--- src/common/muldiv_pkg.sv ---
// ================================================
// muldiv_pkg: shared widths, opcodes, latencies and
// bus structs of the RV32M multiply/divide block
// ================================================
package muldiv_pkg;

    // data and register index widths
    localparam int XLEN       = 32;
    localparam int REG_ADDR_W = 5;

    typedef logic [XLEN-1:0]       xlen_t;
    typedef logic [REG_ADDR_W-1:0] reg_addr_t;

    // opcode follows funct3, top bit marks the divide class
    typedef logic [2:0] muldiv_op_t;

    localparam muldiv_op_t OP_MUL    = 3'b000;
    localparam muldiv_op_t OP_MULH   = 3'b001;
    localparam muldiv_op_t OP_MULHSU = 3'b010;
    localparam muldiv_op_t OP_MULHU  = 3'b011;
    localparam muldiv_op_t OP_DIV    = 3'b100;
    localparam muldiv_op_t OP_DIVU   = 3'b101;
    localparam muldiv_op_t OP_REM    = 3'b110;
    localparam muldiv_op_t OP_REMU   = 3'b111;

    // edges from operand capture to the done pulse
    localparam int MUL_LAT  = 2;
    localparam int DIV_LAT  = 33;
    // shift-subtract steps, the last edge is the fix-up
    localparam int DIV_ITER = DIV_LAT - 1;

    typedef logic [$clog2(DIV_ITER)-1:0] div_cnt_t;

    // request as dispatched
    typedef struct packed {
        logic       valid;
        muldiv_op_t op;
        xlen_t      rs1_data;
        xlen_t      rs2_data;
        reg_addr_t  rd;
    } muldiv_req_t;

    // operands shared by both units
    typedef struct packed {
        muldiv_op_t op;
        xlen_t      a;
        xlen_t      b;
        reg_addr_t  rd;
    } unit_req_t;

    // unit result, done is a single-cycle pulse
    typedef struct packed {
        logic      done;
        xlen_t     data;
        reg_addr_t rd;
    } unit_rsp_t;

    // register write-back port
    typedef struct packed {
        logic      we;
        reg_addr_t rd;
        xlen_t     data;
    } muldiv_wb_t;

endpackage

--- src/exu_muldiv_ctrl/exu_muldiv_ctrl.sv ---
// ================================================
// exu_muldiv_ctrl: decodes the request, starts a unit,
// holds dispatch and selects the write-back
// ================================================
module exu_muldiv_ctrl (
    input  logic                   clk_i,
    input  logic                   rst_n_i,

    // dispatch side
    input  muldiv_pkg::muldiv_req_t req_i,
    input  logic                   int_assert_i,

    // unit results
    input  muldiv_pkg::unit_rsp_t  mul_rsp_i,
    input  muldiv_pkg::unit_rsp_t  div_rsp_i,

    // unit control
    output muldiv_pkg::unit_req_t  unit_req_o,
    output logic                   mul_start_o,
    output logic                   div_start_o,
    output logic                   kill_o,

    // pipeline hold and register write-back
    output logic                   hold_o,
    output muldiv_pkg::muldiv_wb_t wb_o
);

    typedef enum logic {
        IDLE,
        WAIT
    } state_t;

    state_t state_q;
    state_t state_d;

    logic is_div;
    logic launch;
    logic in_wait;
    logic done_any;
    logic wb_fire;

    // top opcode bit picks the divider
    assign is_div  = req_i.op[2];
    assign in_wait = (state_q == WAIT);

    // launch only from idle, one op in flight
    assign launch      = (state_q == IDLE) && req_i.valid;
    assign mul_start_o = launch && !is_div;
    assign div_start_o = launch && is_div;

    // operands go straight to both units
    assign unit_req_o.op = req_i.op;
    assign unit_req_o.a  = req_i.rs1_data;
    assign unit_req_o.b  = req_i.rs2_data;
    assign unit_req_o.rd = req_i.rd;

    // interrupt cancels whatever is running
    assign kill_o = in_wait && int_assert_i;

    assign done_any = mul_rsp_i.done || div_rsp_i.done;
    assign wb_fire  = in_wait && done_any && !int_assert_i;

    // write-back taken from whichever unit finished
    assign wb_o.we   = wb_fire;
    assign wb_o.rd   = mul_rsp_i.done ? mul_rsp_i.rd : div_rsp_i.rd;
    assign wb_o.data = mul_rsp_i.done ? mul_rsp_i.data : div_rsp_i.data;

    // hold from request until the write-back cycle
    // released early on a cancel
    assign hold_o = launch || (in_wait && !done_any && !int_assert_i);

    always_comb begin
        state_d = state_q;
        case (state_q)
            IDLE: begin
                if (launch) begin
                    state_d = WAIT;
                end
            end
            WAIT: begin
                // cancel or finish both end the op
                if (kill_o || wb_fire) begin
                    state_d = IDLE;
                end
            end
            default: state_d = IDLE;
        endcase
    end

    always_ff @(posedge clk_i) begin
        if (!rst_n_i) begin
            state_q <= IDLE;
        end else begin
            state_q <= state_d;
        end
    end

endmodule

--- src/exu_mul/exu_mul.sv ---
// ================================================
// exu_mul: pipelined 32x32 multiplier, low or high word
// ================================================
module exu_mul (
    input  logic                  clk_i,
    input  logic                  rst_n_i,
    input  logic                  start_i,
    input  logic                  kill_i,
    input  muldiv_pkg::unit_req_t req_i,
    output muldiv_pkg::unit_rsp_t rsp_o
);

    localparam int XLEN = muldiv_pkg::XLEN;

    // operand capture
    logic                  s0_valid;
    muldiv_pkg::muldiv_op_t s0_op;
    muldiv_pkg::xlen_t     s0_a;
    muldiv_pkg::xlen_t     s0_b;
    muldiv_pkg::reg_addr_t s0_rd;

    // stage one, full product
    logic                  s1_valid;
    logic                  s1_hi_sel;
    logic [2*XLEN-1:0]     s1_prod;
    muldiv_pkg::reg_addr_t s1_rd;

    // stage two, selected word
    logic                  done_q;
    muldiv_pkg::xlen_t     data_q;
    muldiv_pkg::reg_addr_t rd_q;

    logic                     a_sign;
    logic                     b_sign;
    logic signed [XLEN:0]     a_ext;
    logic signed [XLEN:0]     b_ext;
    logic signed [2*XLEN+1:0] prod_full;

    // rs1 signed for MULH and MULHSU, rs2 signed for MULH only
    assign a_sign = ((s0_op == muldiv_pkg::OP_MULH) || (s0_op == muldiv_pkg::OP_MULHSU))
                    && s0_a[XLEN-1];
    assign b_sign = (s0_op == muldiv_pkg::OP_MULH) && s0_b[XLEN-1];

    // 33-bit operands cover every sign mix with one signed multiply
    assign a_ext     = {a_sign, s0_a};
    assign b_ext     = {b_sign, s0_b};
    assign prod_full = a_ext * b_ext;

    // valid chain, cleared on reset or cancel
    always_ff @(posedge clk_i) begin
        if (!rst_n_i || kill_i) begin
            s0_valid <= 1'b0;
            s1_valid <= 1'b0;
            done_q   <= 1'b0;
        end else begin
            s0_valid <= start_i;
            s1_valid <= s0_valid;
            done_q   <= s1_valid;
        end
    end

    // payload pipeline
    always_ff @(posedge clk_i) begin
        if (start_i) begin
            s0_op <= req_i.op;
            s0_a  <= req_i.a;
            s0_b  <= req_i.b;
            s0_rd <= req_i.rd;
        end
        s1_hi_sel <= (s0_op != muldiv_pkg::OP_MUL);
        s1_prod   <= prod_full[2*XLEN-1:0];
        s1_rd     <= s0_rd;
        // MUL keeps the low word, the rest the high word
        data_q    <= s1_hi_sel ? s1_prod[2*XLEN-1:XLEN] : s1_prod[XLEN-1:0];
        rd_q      <= s1_rd;
    end

    // no done in a cancelled cycle
    assign rsp_o.done = done_q && !kill_i;
    assign rsp_o.data = data_q;
    assign rsp_o.rd   = rd_q;

endmodule

--- src/exu_div/exu_div.sv ---
// ================================================
// exu_div: radix-2 restoring divider with sign fix-up
// and RV32M divide-by-zero / overflow results
// ================================================
module exu_div (
    input  logic                  clk_i,
    input  logic                  rst_n_i,
    input  logic                  start_i,
    input  logic                  kill_i,
    input  muldiv_pkg::unit_req_t req_i,
    output muldiv_pkg::unit_rsp_t rsp_o
);

    localparam int XLEN = muldiv_pkg::XLEN;

    typedef enum logic [1:0] {
        IDLE,
        CALC,
        FIX
    } state_t;

    // control
    state_t               state_q;
    muldiv_pkg::div_cnt_t cnt_q;
    logic                 done_q;

    // datapath
    muldiv_pkg::xlen_t     rem_q;
    muldiv_pkg::xlen_t     quo_q;
    muldiv_pkg::xlen_t     dvs_q;
    muldiv_pkg::xlen_t     dividend_q;
    muldiv_pkg::reg_addr_t rd_q;
    logic                  rem_sel_q;
    logic                  neg_quo_q;
    logic                  neg_rem_q;
    logic                  div_zero_q;
    logic                  ovf_q;
    muldiv_pkg::xlen_t     data_q;
    muldiv_pkg::reg_addr_t rsp_rd_q;

    logic              is_signed;
    logic              neg_a;
    logic              neg_b;
    muldiv_pkg::xlen_t abs_a;
    muldiv_pkg::xlen_t abs_b;
    logic [XLEN:0]     trial;
    logic [XLEN:0]     diff;
    logic              sub_ok;
    muldiv_pkg::xlen_t quo_fix;
    muldiv_pkg::xlen_t rem_fix;

    // DIV and REM have op[0] clear
    assign is_signed = !req_i.op[0];
    assign neg_a     = is_signed && req_i.a[XLEN-1];
    assign neg_b     = is_signed && req_i.b[XLEN-1];
    assign abs_a     = neg_a ? -req_i.a : req_i.a;
    assign abs_b     = neg_b ? -req_i.b : req_i.b;

    // shift in next dividend bit and try the subtract
    assign trial  = {rem_q, quo_q[XLEN-1]};
    assign diff   = trial - {1'b0, dvs_q};
    assign sub_ok = !diff[XLEN];

    // restore signs, then the special cases win
    always_comb begin
        quo_fix = neg_quo_q ? -quo_q : quo_q;
        rem_fix = neg_rem_q ? -rem_q : rem_q;
        if (div_zero_q) begin
            quo_fix = '1;
            rem_fix = dividend_q;
        end else if (ovf_q) begin
            quo_fix = {1'b1, {(XLEN-1){1'b0}}};
            rem_fix = '0;
        end
    end

    // state, counter and done pulse
    always_ff @(posedge clk_i) begin
        if (!rst_n_i || kill_i) begin
            state_q <= IDLE;
            cnt_q   <= '0;
            done_q  <= 1'b0;
        end else begin
            done_q <= 1'b0;
            case (state_q)
                IDLE: begin
                    if (start_i) begin
                        state_q <= CALC;
                        cnt_q   <= '0;
                    end
                end
                CALC: begin
                    cnt_q <= cnt_q + 1'b1;
                    if (cnt_q == muldiv_pkg::div_cnt_t'(muldiv_pkg::DIV_ITER - 1)) begin
                        state_q <= FIX;
                    end
                end
                FIX: begin
                    state_q <= IDLE;
                    done_q  <= 1'b1;
                end
                default: state_q <= IDLE;
            endcase
        end
    end

    // operand capture, iterations and result
    always_ff @(posedge clk_i) begin
        if (state_q == IDLE && start_i) begin
            rem_q      <= '0;
            quo_q      <= abs_a;
            dvs_q      <= abs_b;
            dividend_q <= req_i.a;
            rd_q       <= req_i.rd;
            rem_sel_q  <= req_i.op[1];
            neg_quo_q  <= neg_a ^ neg_b;
            neg_rem_q  <= neg_a;
            div_zero_q <= (req_i.b == '0);
            // most negative over -1
            ovf_q      <= is_signed && (req_i.a == {1'b1, {(XLEN-1){1'b0}}})
                          && (req_i.b == '1);
        end else if (state_q == CALC) begin
            rem_q <= sub_ok ? diff[XLEN-1:0] : trial[XLEN-1:0];
            quo_q <= {quo_q[XLEN-2:0], sub_ok};
        end
        if (state_q == FIX) begin
            data_q   <= rem_sel_q ? rem_fix : quo_fix;
            rsp_rd_q <= rd_q;
        end
    end

    // no done in a cancelled cycle
    assign rsp_o.done = done_q && !kill_i;
    assign rsp_o.data = data_q;
    assign rsp_o.rd   = rsp_rd_q;

endmodule

--- src/verilog/exu_muldiv.sv ---
// ================================================
// exu_muldiv: RV32M execution block, control plus units
// ================================================
module exu_muldiv (
    input  logic                   clk_i,
    input  logic                   rst_n_i,
    input  muldiv_pkg::muldiv_req_t req_i,
    input  logic                   int_assert_i,
    output logic                   hold_o,
    output muldiv_pkg::muldiv_wb_t wb_o
);

    // shared operands and per-unit strobes
    muldiv_pkg::unit_req_t unit_req;
    logic                  mul_start;
    logic                  div_start;
    logic                  kill;

    // unit results back to control
    muldiv_pkg::unit_rsp_t mul_rsp;
    muldiv_pkg::unit_rsp_t div_rsp;

    exu_muldiv_ctrl u_ctrl (
        .clk_i        (clk_i),
        .rst_n_i      (rst_n_i),
        .req_i        (req_i),
        .int_assert_i (int_assert_i),
        .mul_rsp_i    (mul_rsp),
        .div_rsp_i    (div_rsp),
        .unit_req_o   (unit_req),
        .mul_start_o  (mul_start),
        .div_start_o  (div_start),
        .kill_o       (kill),
        .hold_o       (hold_o),
        .wb_o         (wb_o)
    );

    exu_mul u_mul (
        .clk_i   (clk_i),
        .rst_n_i (rst_n_i),
        .start_i (mul_start),
        .kill_i  (kill),
        .req_i   (unit_req),
        .rsp_o   (mul_rsp)
    );

    exu_div u_div (
        .clk_i   (clk_i),
        .rst_n_i (rst_n_i),
        .start_i (div_start),
        .kill_i  (kill),
        .req_i   (unit_req),
        .rsp_o   (div_rsp)
    );

endmodule

--- config.mk ---
export PLATFORM = sky130hd
export DESIGN_NAME = exu_muldiv
export DESIGN_NICKNAME = d
export VERILOG_FILES = /design/src/common/muldiv_pkg.sv /design/src/exu_muldiv_ctrl/exu_muldiv_ctrl.sv /design/src/exu_mul/exu_mul.sv /design/src/exu_div/exu_div.sv /design/src/verilog/exu_muldiv.sv
export SDC_FILE = /design/constraint.sdc
export NUM_CORES = 2
export LEC_CHECK = 0
export BUFFER_PORTS_ARGS = -buffer_cell sky130_fd_sc_hd__clkbuf_2
export CORE_MARGIN = 2
export CORE_UTILIZATION = 30
export CTS_CLUSTER_SIZE = 14
export DETAILED_ROUTE_END_ITERATION = 6
export SETUP_SLACK_MARGIN = 0.3
export SLEW_MARGIN = 15
export SYNTH_ARGS = -nofsm -noshare
export SYNTH_HDL_FRONTEND = slang
export SYNTH_SLANG_ARGS = --single-unit
--- constraint.sdc ---
create_clock -name clk_i -period 10.4 [get_ports clk_i]
set_input_delay 1.04 -clock clk_i [delete_from_list [all_inputs] [get_ports clk_i]]
set_output_delay 1.04 -clock clk_i [all_outputs]
set_load 0.03 [all_outputs]
Word level (Yosys, flattened, before mapping)
Cells that the tools add are included.
{"block": "totals", "reg_bits": 366, "latch_bits": 0, "ramBits": 0, "mem_bits_ro": 0, "inputBits": 76, "output_inout_bits": 39, "wordCells": 106, "memories": 0}
{"block": "classes", "addsub": 6, "multipliers": 1, "div_mod_pow": 0, "magnitude_cmp": 0, "eq_ne": 9, "shift": 0, "mux": 24, "bitwise_logic": 2, "n_reduce_logical": 36}
{"op": "2-to-1 mux 32 bit", "n": 14}
{"op": "negation 32 bit", "n": 4}
{"op": "equality test 32 bit, second input constant", "n": 2}
{"op": "multiplier 33 x 33 -> 64 bit", "n": 1}
{"op": "subtractor 33 x 32 -> 33 bit", "n": 1}
{"op": "logical NOT 32 bit", "n": 1}
{"op": "logical AND 1 bit", "n": 17}
{"op": "2-to-1 mux 5 bit", "n": 2}
{"op": "one-hot mux 5 bit (2 select lines)", "n": 1}
{"op": "logical NOT 1 bit", "n": 7}
{"op": "adder 5 x 1 -> 5 bit, second input constant", "n": 1}
{"op": "equality test 5 bit, second input constant", "n": 1}
{"op": "logical OR 1 bit", "n": 5}
{"op": "2-to-1 mux 2 bit", "n": 2}
{"op": "inequality test 2 x 1 -> 1 bit, second input constant", "n": 2}
{"op": "one-hot mux 2 bit (2 select lines)", "n": 1}
{"op": "AND reduction 2 bit", "n": 2}
{"op": "nonzero test 2 bit", "n": 2}
{"op": "equality test 3 x 1 -> 1 bit, second input constant", "n": 1}
{"op": "equality test 3 x 2 -> 1 bit, second input constant", "n": 1}
{"op": "2-to-1 mux 1 bit", "n": 3}
{"op": "nonzero test 3 bit", "n": 1}
{"op": "equality test 2 x 1 -> 1 bit, second input constant", "n": 1}
{"op": "equality test 2 bit, second input constant", "n": 1}
{"op": "other kinds (4)", "n": 4}

Depth between registers and ports, before layout
{"block": "depth", "depth_word": 9, "mapped_depth": 31, "ltp_nobuf": 29}

Hierarchy
From an unflattened synthesis, not the netlist that was laid out.
{"block": "hier_totals", "hier_cells": 5771, "area_unflattened_um2": 55261.8}
{"module": "exu_mul", "instances": 1, "cells_per_inst": 4424, "area_each_um2": 42689.7, "seq_area_each_um2": 4364.2}
{"module": "exu_div", "instances": 1, "cells_per_inst": 1222, "area_each_um2": 11503.5, "seq_area_each_um2": 5094.9}
{"module": "exu_muldiv_ctrl", "instances": 1, "cells_per_inst": 125, "area_each_um2": 1068.5, "seq_area_each_um2": 20.0}

Least setup slack after synthesis
Ideal clock, no wire load.
{"block": "synth_path", "path_type": "register -> register", "startpoint": "register u_mul.s0_op[1]", "endpoint": "register u_mul.s1_prod[63]", "setup_ps": 128, "arrival_time_ps": 8152, "required_time_ps": 10272, "slack_ps": 2120, "path_stages_with_launch": 28, "period_less_slack_ps": 8280, "cell_sequence": "edfxtp_1 xnor2_1 nor3b_1 clkbuf_1 nand2_1 fa_1 fa_1 inv_1 fa_1 inv_1 fa_1 inv_1 fa_1 fa_1 fa_1 inv_1 fa_1 inv_1 ha_1 clkbuf_1 a21oi_1 and2_1 nand2_1 or4_1 a31oi_1 o21ai_1 mux2i_1 nand4_1"}
{"block": "synth_between", "elab_chain_len": 4, "word_cells_on_any_way": 6}
{"item": "from (decl)", "line_no": "exu_mul.sv:17", "source": "muldiv_pkg::muldiv_op_t s0_op;"}
{"item": "from (signal assigned)", "line_no": "exu_mul.sv:65", "source": "s0_op <= req_i.op;"}
{"item": "equality test 3 x 1 -> 1 bit / equality test 3 x 2 -> 1 bit (equally long branches)", "line_no": "exu_mul.sv:40, exu_mul.sv:42"}
{"item": "logical OR 1 bit", "line_no": "exu_mul.sv:40", "source": "assign a_sign = ((s0_op == muldiv_pkg::OP_MULH) || (s0_op == muldiv_pkg::OP_MULHSU))"}
{"item": "logical AND 1 bit", "line_no": "exu_mul.sv:41", "source": "&& s0_a[XLEN-1];"}
{"item": "multiplier 33 x 33 -> 64 bit *", "line_no": "exu_mul.sv:47", "source": "assign prod_full = a_ext * b_ext;"}
{"item": "named net u_mul.prod_full[63]", "line_no": "exu_mul.sv:37", "source": "logic signed [2*XLEN+1:0] prod_full;"}
{"item": "to (signal assigned)", "line_no": "exu_mul.sv:71", "source": "s1_prod <= prod_full[2*XLEN-1:0];"}
{"item": "to (decl)", "line_no": "exu_mul.sv:25", "source": "logic [2*XLEN-1:0] s1_prod;"}
The timed path passes the listed nets; every way through them passes the cells marked *.
A chain may end at the register's enable or synchronous reset.

Worst setup path in the final report
Ends and elaborated chain as after synthesis.

==> results.py <==
metrics = {
    "setup_path": {
        "endpoint_kind": "register",
        "max_stage_delay_ns": 0.93,
        "timing.critical_path.slowest_stage_cell": "sky130_fd_sc_hd__fa_1",
        "critical_path.startpoint_type": "register",
        "worstPathRequired_ns": 10.83,
        "cp_max_fo": 31,
        "rr_startpoint": "u_mul.s0_op[1]",
        "reg2reg_setup_slack_ns": 0.98,
        "ff2ff_path_depth": 29,
        "cp.buffers_inverters": 8,
        "timing.critical_path.max_delay_family": "adder cells",
        "crit_top_cell": "sky130_fd_sc_hd__fa_1",
        "worstSetupPathType": "register to register",
        "worst-endpoint-arrival_ns": 9.85,
        "r2r-end": "u_mul.s1_prod[63]",
    },
    "placed_design": {
        "placedCellCount": 8004,
        "place_ws_ns": 1.05,
        "portBuffers": 114,
        "dpl.hpwl_um": 122000,
        "place_congestion": 0.901,
    },
    "timing": {
        "final_critical_path_setup_slack_ns": 0.978,
        "holdWs_ns": 0.325,
        "fmaxAchievable_mhz": 106,
        "clock_skew_ns": 0.0297,
        "setup_violations": 0,
        "grt_setup_unrepaired": "false",
        "layout_worst_path_cycle_share_pct": 90.6,
        "min_period_ns": 9.42,
        "timing_worst_slew_pin_value_ns": 1.29,
        "finalMaxSlewViolations": 0,
        "setup_total_negative_slack_ns": 0,
        "slew_headroom_pct": 14.2,
        "hold_viol": 0,
    },
    "cells_and_area": {
        "num-nets-final": 7133,
        "drive_above_1_share_pct": 6.81,
        "area_growth_pct": 8.46,
        "final_cells": 8084,
    },
    "grt": {
        "grt_pass1_vias": 41900,
        "grt_max_degree": 80,
        "grt_pass1_wl_um": 239000,
        "gr-total-overflow": 0,
        "number_of_antenna_violations_at_the_first_check_in_global_routing": 6,
        "globalRouteTotalUtil_pct": 16.3,
    },
    "routing": {
        "drt_iter0_drc": 2617,
        "drt_drc_violations_left": 0,
        "first_pass_iteration_count_of_the_detailed_router": 6,
        "wl_per_cell_um": 18.2,
        "num_vias": 38600,
        "finalWirelength_um": 147000,
        "antenna_violating_nets_post_route": 0,
        "vias_per_cell": 4.78,
    },
    "cts": {
        "cts_resized": 0,
        "cts_tree": "yes",
        "cts_buffers": 40,
        "clock_path_buffers": 3,
        "postCtsSetupRepairBufs": 0,
        "clkSinkCount": 366,
        "cts_hold_buffers": 0,
        "cts_root_buffer": "sky130_fd_sc_hd__clkbuf_16",
        "clkTransAtPathRegs_ns": 0.06,
        "h-tree-depth": 2,
        "clock_latency_ns": 0.56,
    },
    "floorplan": {
        "fp-row-count": 156,
        "core_area_sq_um": 181000,
        "io_pins": 115,
        "dieHeight_um": 431,
        "initial_utilization_pct": 30.2,
        "fp.dieW_um": 431,
        "die_area_sq_um": 185000,
    },
    "synthesis": {
        "synthTopCellsByArea": "sky130_fd_sc_hd__fa_1, sky130_fd_sc_hd__edfxtp_1, sky130_fd_sc_hd__inv_1, sky130_fd_sc_hd__nand2_1, sky130_fd_sc_hd__ha_1",
        "synthCells": 5710,
        "ys_seq_elements": 366,
        "avgSynthCellArea_sq_um": 9.56,
        "synth.yosys.seq_area_share_pct": 17.4,
        "postSynth.topFlopCell": "sky130_fd_sc_hd__edfxtp_1",
        "synth.cells.most_frequent": "sky130_fd_sc_hd__inv_1, sky130_fd_sc_hd__fa_1, sky130_fd_sc_hd__nand2_1, sky130_fd_sc_hd__and2_1, sky130_fd_sc_hd__clkbuf_1",
        "netlist.area_leader.share_pct": 41.3,
        "synthesis.yosys.warnings": 0,
        "synth_most_common_cell": "sky130_fd_sc_hd__inv_1",
        "synth-edff-count": 215,
        "netlist-cell-type-count": 74,
        "synthesis.area_sq_um": 54600,
        "netlist.top_cell.by_area": "sky130_fd_sc_hd__fa_1",
        "syn-num-nets": 7163,
        "postSynth.asyncResetShare_pct": 0,
    },
    "worst_hold_path": {
        "hold_path.startpoint": "u_mul.s1_rd[3]",
        "min_delay_path_depth": 0,
        "holdCritPathClass": "register to register",
        "holdPathEnd": "u_mul.rd_q[3]",
    },
    "outcome": {
        "status": "finished, final reports clean",
    },
    "job": {
        "maxCapViolCount": 0,
    },
}
-- sequential cells by signal (all words and copies together) (netlist names), 32 cells and up --
register and cells:
u_mul.s1_prod 64, u_div.data_q 32, u_div.dividend_q 32, u_div.dvs_q 32, u_div.quo_q 32, u_div.rem_q 32, u_mul.data_q 32, u_mul.s0_a 32
u_mul.s0_b 32
-- worst register-to-register path, delay by kind of cell, from the launching register on --
kind	cells	cell delay [ns]
buffers and inverters	8	1.28
adder cells (fa/ha/maj)	9	5.26
XOR/XNOR	1	0.31
AO/OA/AOI/OAI	3	0.80
multiplexers	1	0.22
flip-flops	1	0.45
AND/OR/NAND/NOR	7	0.99
-- cell type report --
type	count	area, sq um
Inverter	1227	4610
Tap cell	2370	2970
Timing Repair Buffer	219	1400
Sequential cell	366	9480
Multi-Input combinational cell	3826	39400
Antenna cell	2	5.00
Fill cell	18500	122000
Clock buffer	54	1200
Clock inverter	20	193
-- cells in the final DEF, fill, tap and decap left out, drive strengths merged, types with 12 or more instances in the layout --
cell type / Yosys / routed
a211oi: 15 / 15
a21o: 58 / 58
a21oi: 159 / 159
a31oi: 16 / 16
and2: 313 / 313
and3: 25 / 25
buf: 15 / 105
clkbuf: 273 / 168
clkinv: 0 / 14
dfxtp: 151 / 151
edfxtp: 215 / 215
fa: 1126 / 1126
ha: 251 / 251
inv: 1227 / 1228
mux2: 69 / 69
mux2i: 33 / 33
nand2: 901 / 901
nand2b: 21 / 21
nand3: 38 / 38
nand4: 24 / 24
nor2: 130 / 130
nor2b: 25 / 25
nor3: 37 / 37
nor4: 13 / 13
o21ai: 177 / 177
o21bai: 15 / 15
o31ai: 28 / 28
or2: 12 / 12
or3: 17 / 17
or4: 12 / 12
xnor2: 127 / 127
xor2: 93 / 93
-- worst max-delay path by stage --
| stage | from | cells after the start | slack [ns] | endpoint |
|---|---|---|---|---|
| final | u_mul.s0_op[1] | 29 | 0.98 | u_mul.s1_prod[63] |
| after floorplan | u_mul.s0_op[1] | 27 | 2.12 | u_mul.s1_prod[63] |
| after CTS | u_mul.s0_op[1] | 29 | 0.99 | u_mul.s1_prod[63] |
| after global placement | u_mul.s0_op[1] | 28 | 1.18 | u_mul.s1_prod[63] |
| after detailed placement | u_mul.s0_op[1] | 29 | 1.05 | u_mul.s1_prod[63] |
| after global routing | u_mul.s0_op[1] | 29 | 0.35 | u_mul.s1_prod[63] |
-- cells by family (layout without fill, tap and decap cells) --
logic type               after synthesis  count (layout)  synth area share [%]
buffers and inverters               1518            1520                  10.6
adder cells (fa/ha/maj)             1377            1377                  47.0
XOR/XNOR                             220             220                  3.53
multiplexers                         102             102                  2.03
flip-flops                           366             366                  17.4
other                                  0               2                     0
AND/OR/NAND/NOR                     1588            1588                  13.5
AO/OA/AOI/OAI                        539             539                  6.02
-- layer usage --
layer / up-vias / part of all wire (%) / GRT usage (%)
li1: 17200 / - / -
met1: 20400 / 43 / 21.9
met2: 953 / 50 / 28.8
met3: 147 / 4.4 / 1.28
met4: 4 / 1.7 / 2.71
met5: - / 0.016 / 0
-- stage by stage --
stage | area (sq um) | utilization, %
after floorplan | 54600 | -
after global placement | 57800 | 32.0
after CTS | 59200 | 32.7
after detailed placement | 57800 | 32.0
final | 59200 | 32.8
after global routing | 59200 | 32.8
Power is left out: the tool's default activity adds up to more than one toggle a clock period on the data nets, which glitch-free logic cannot reach.
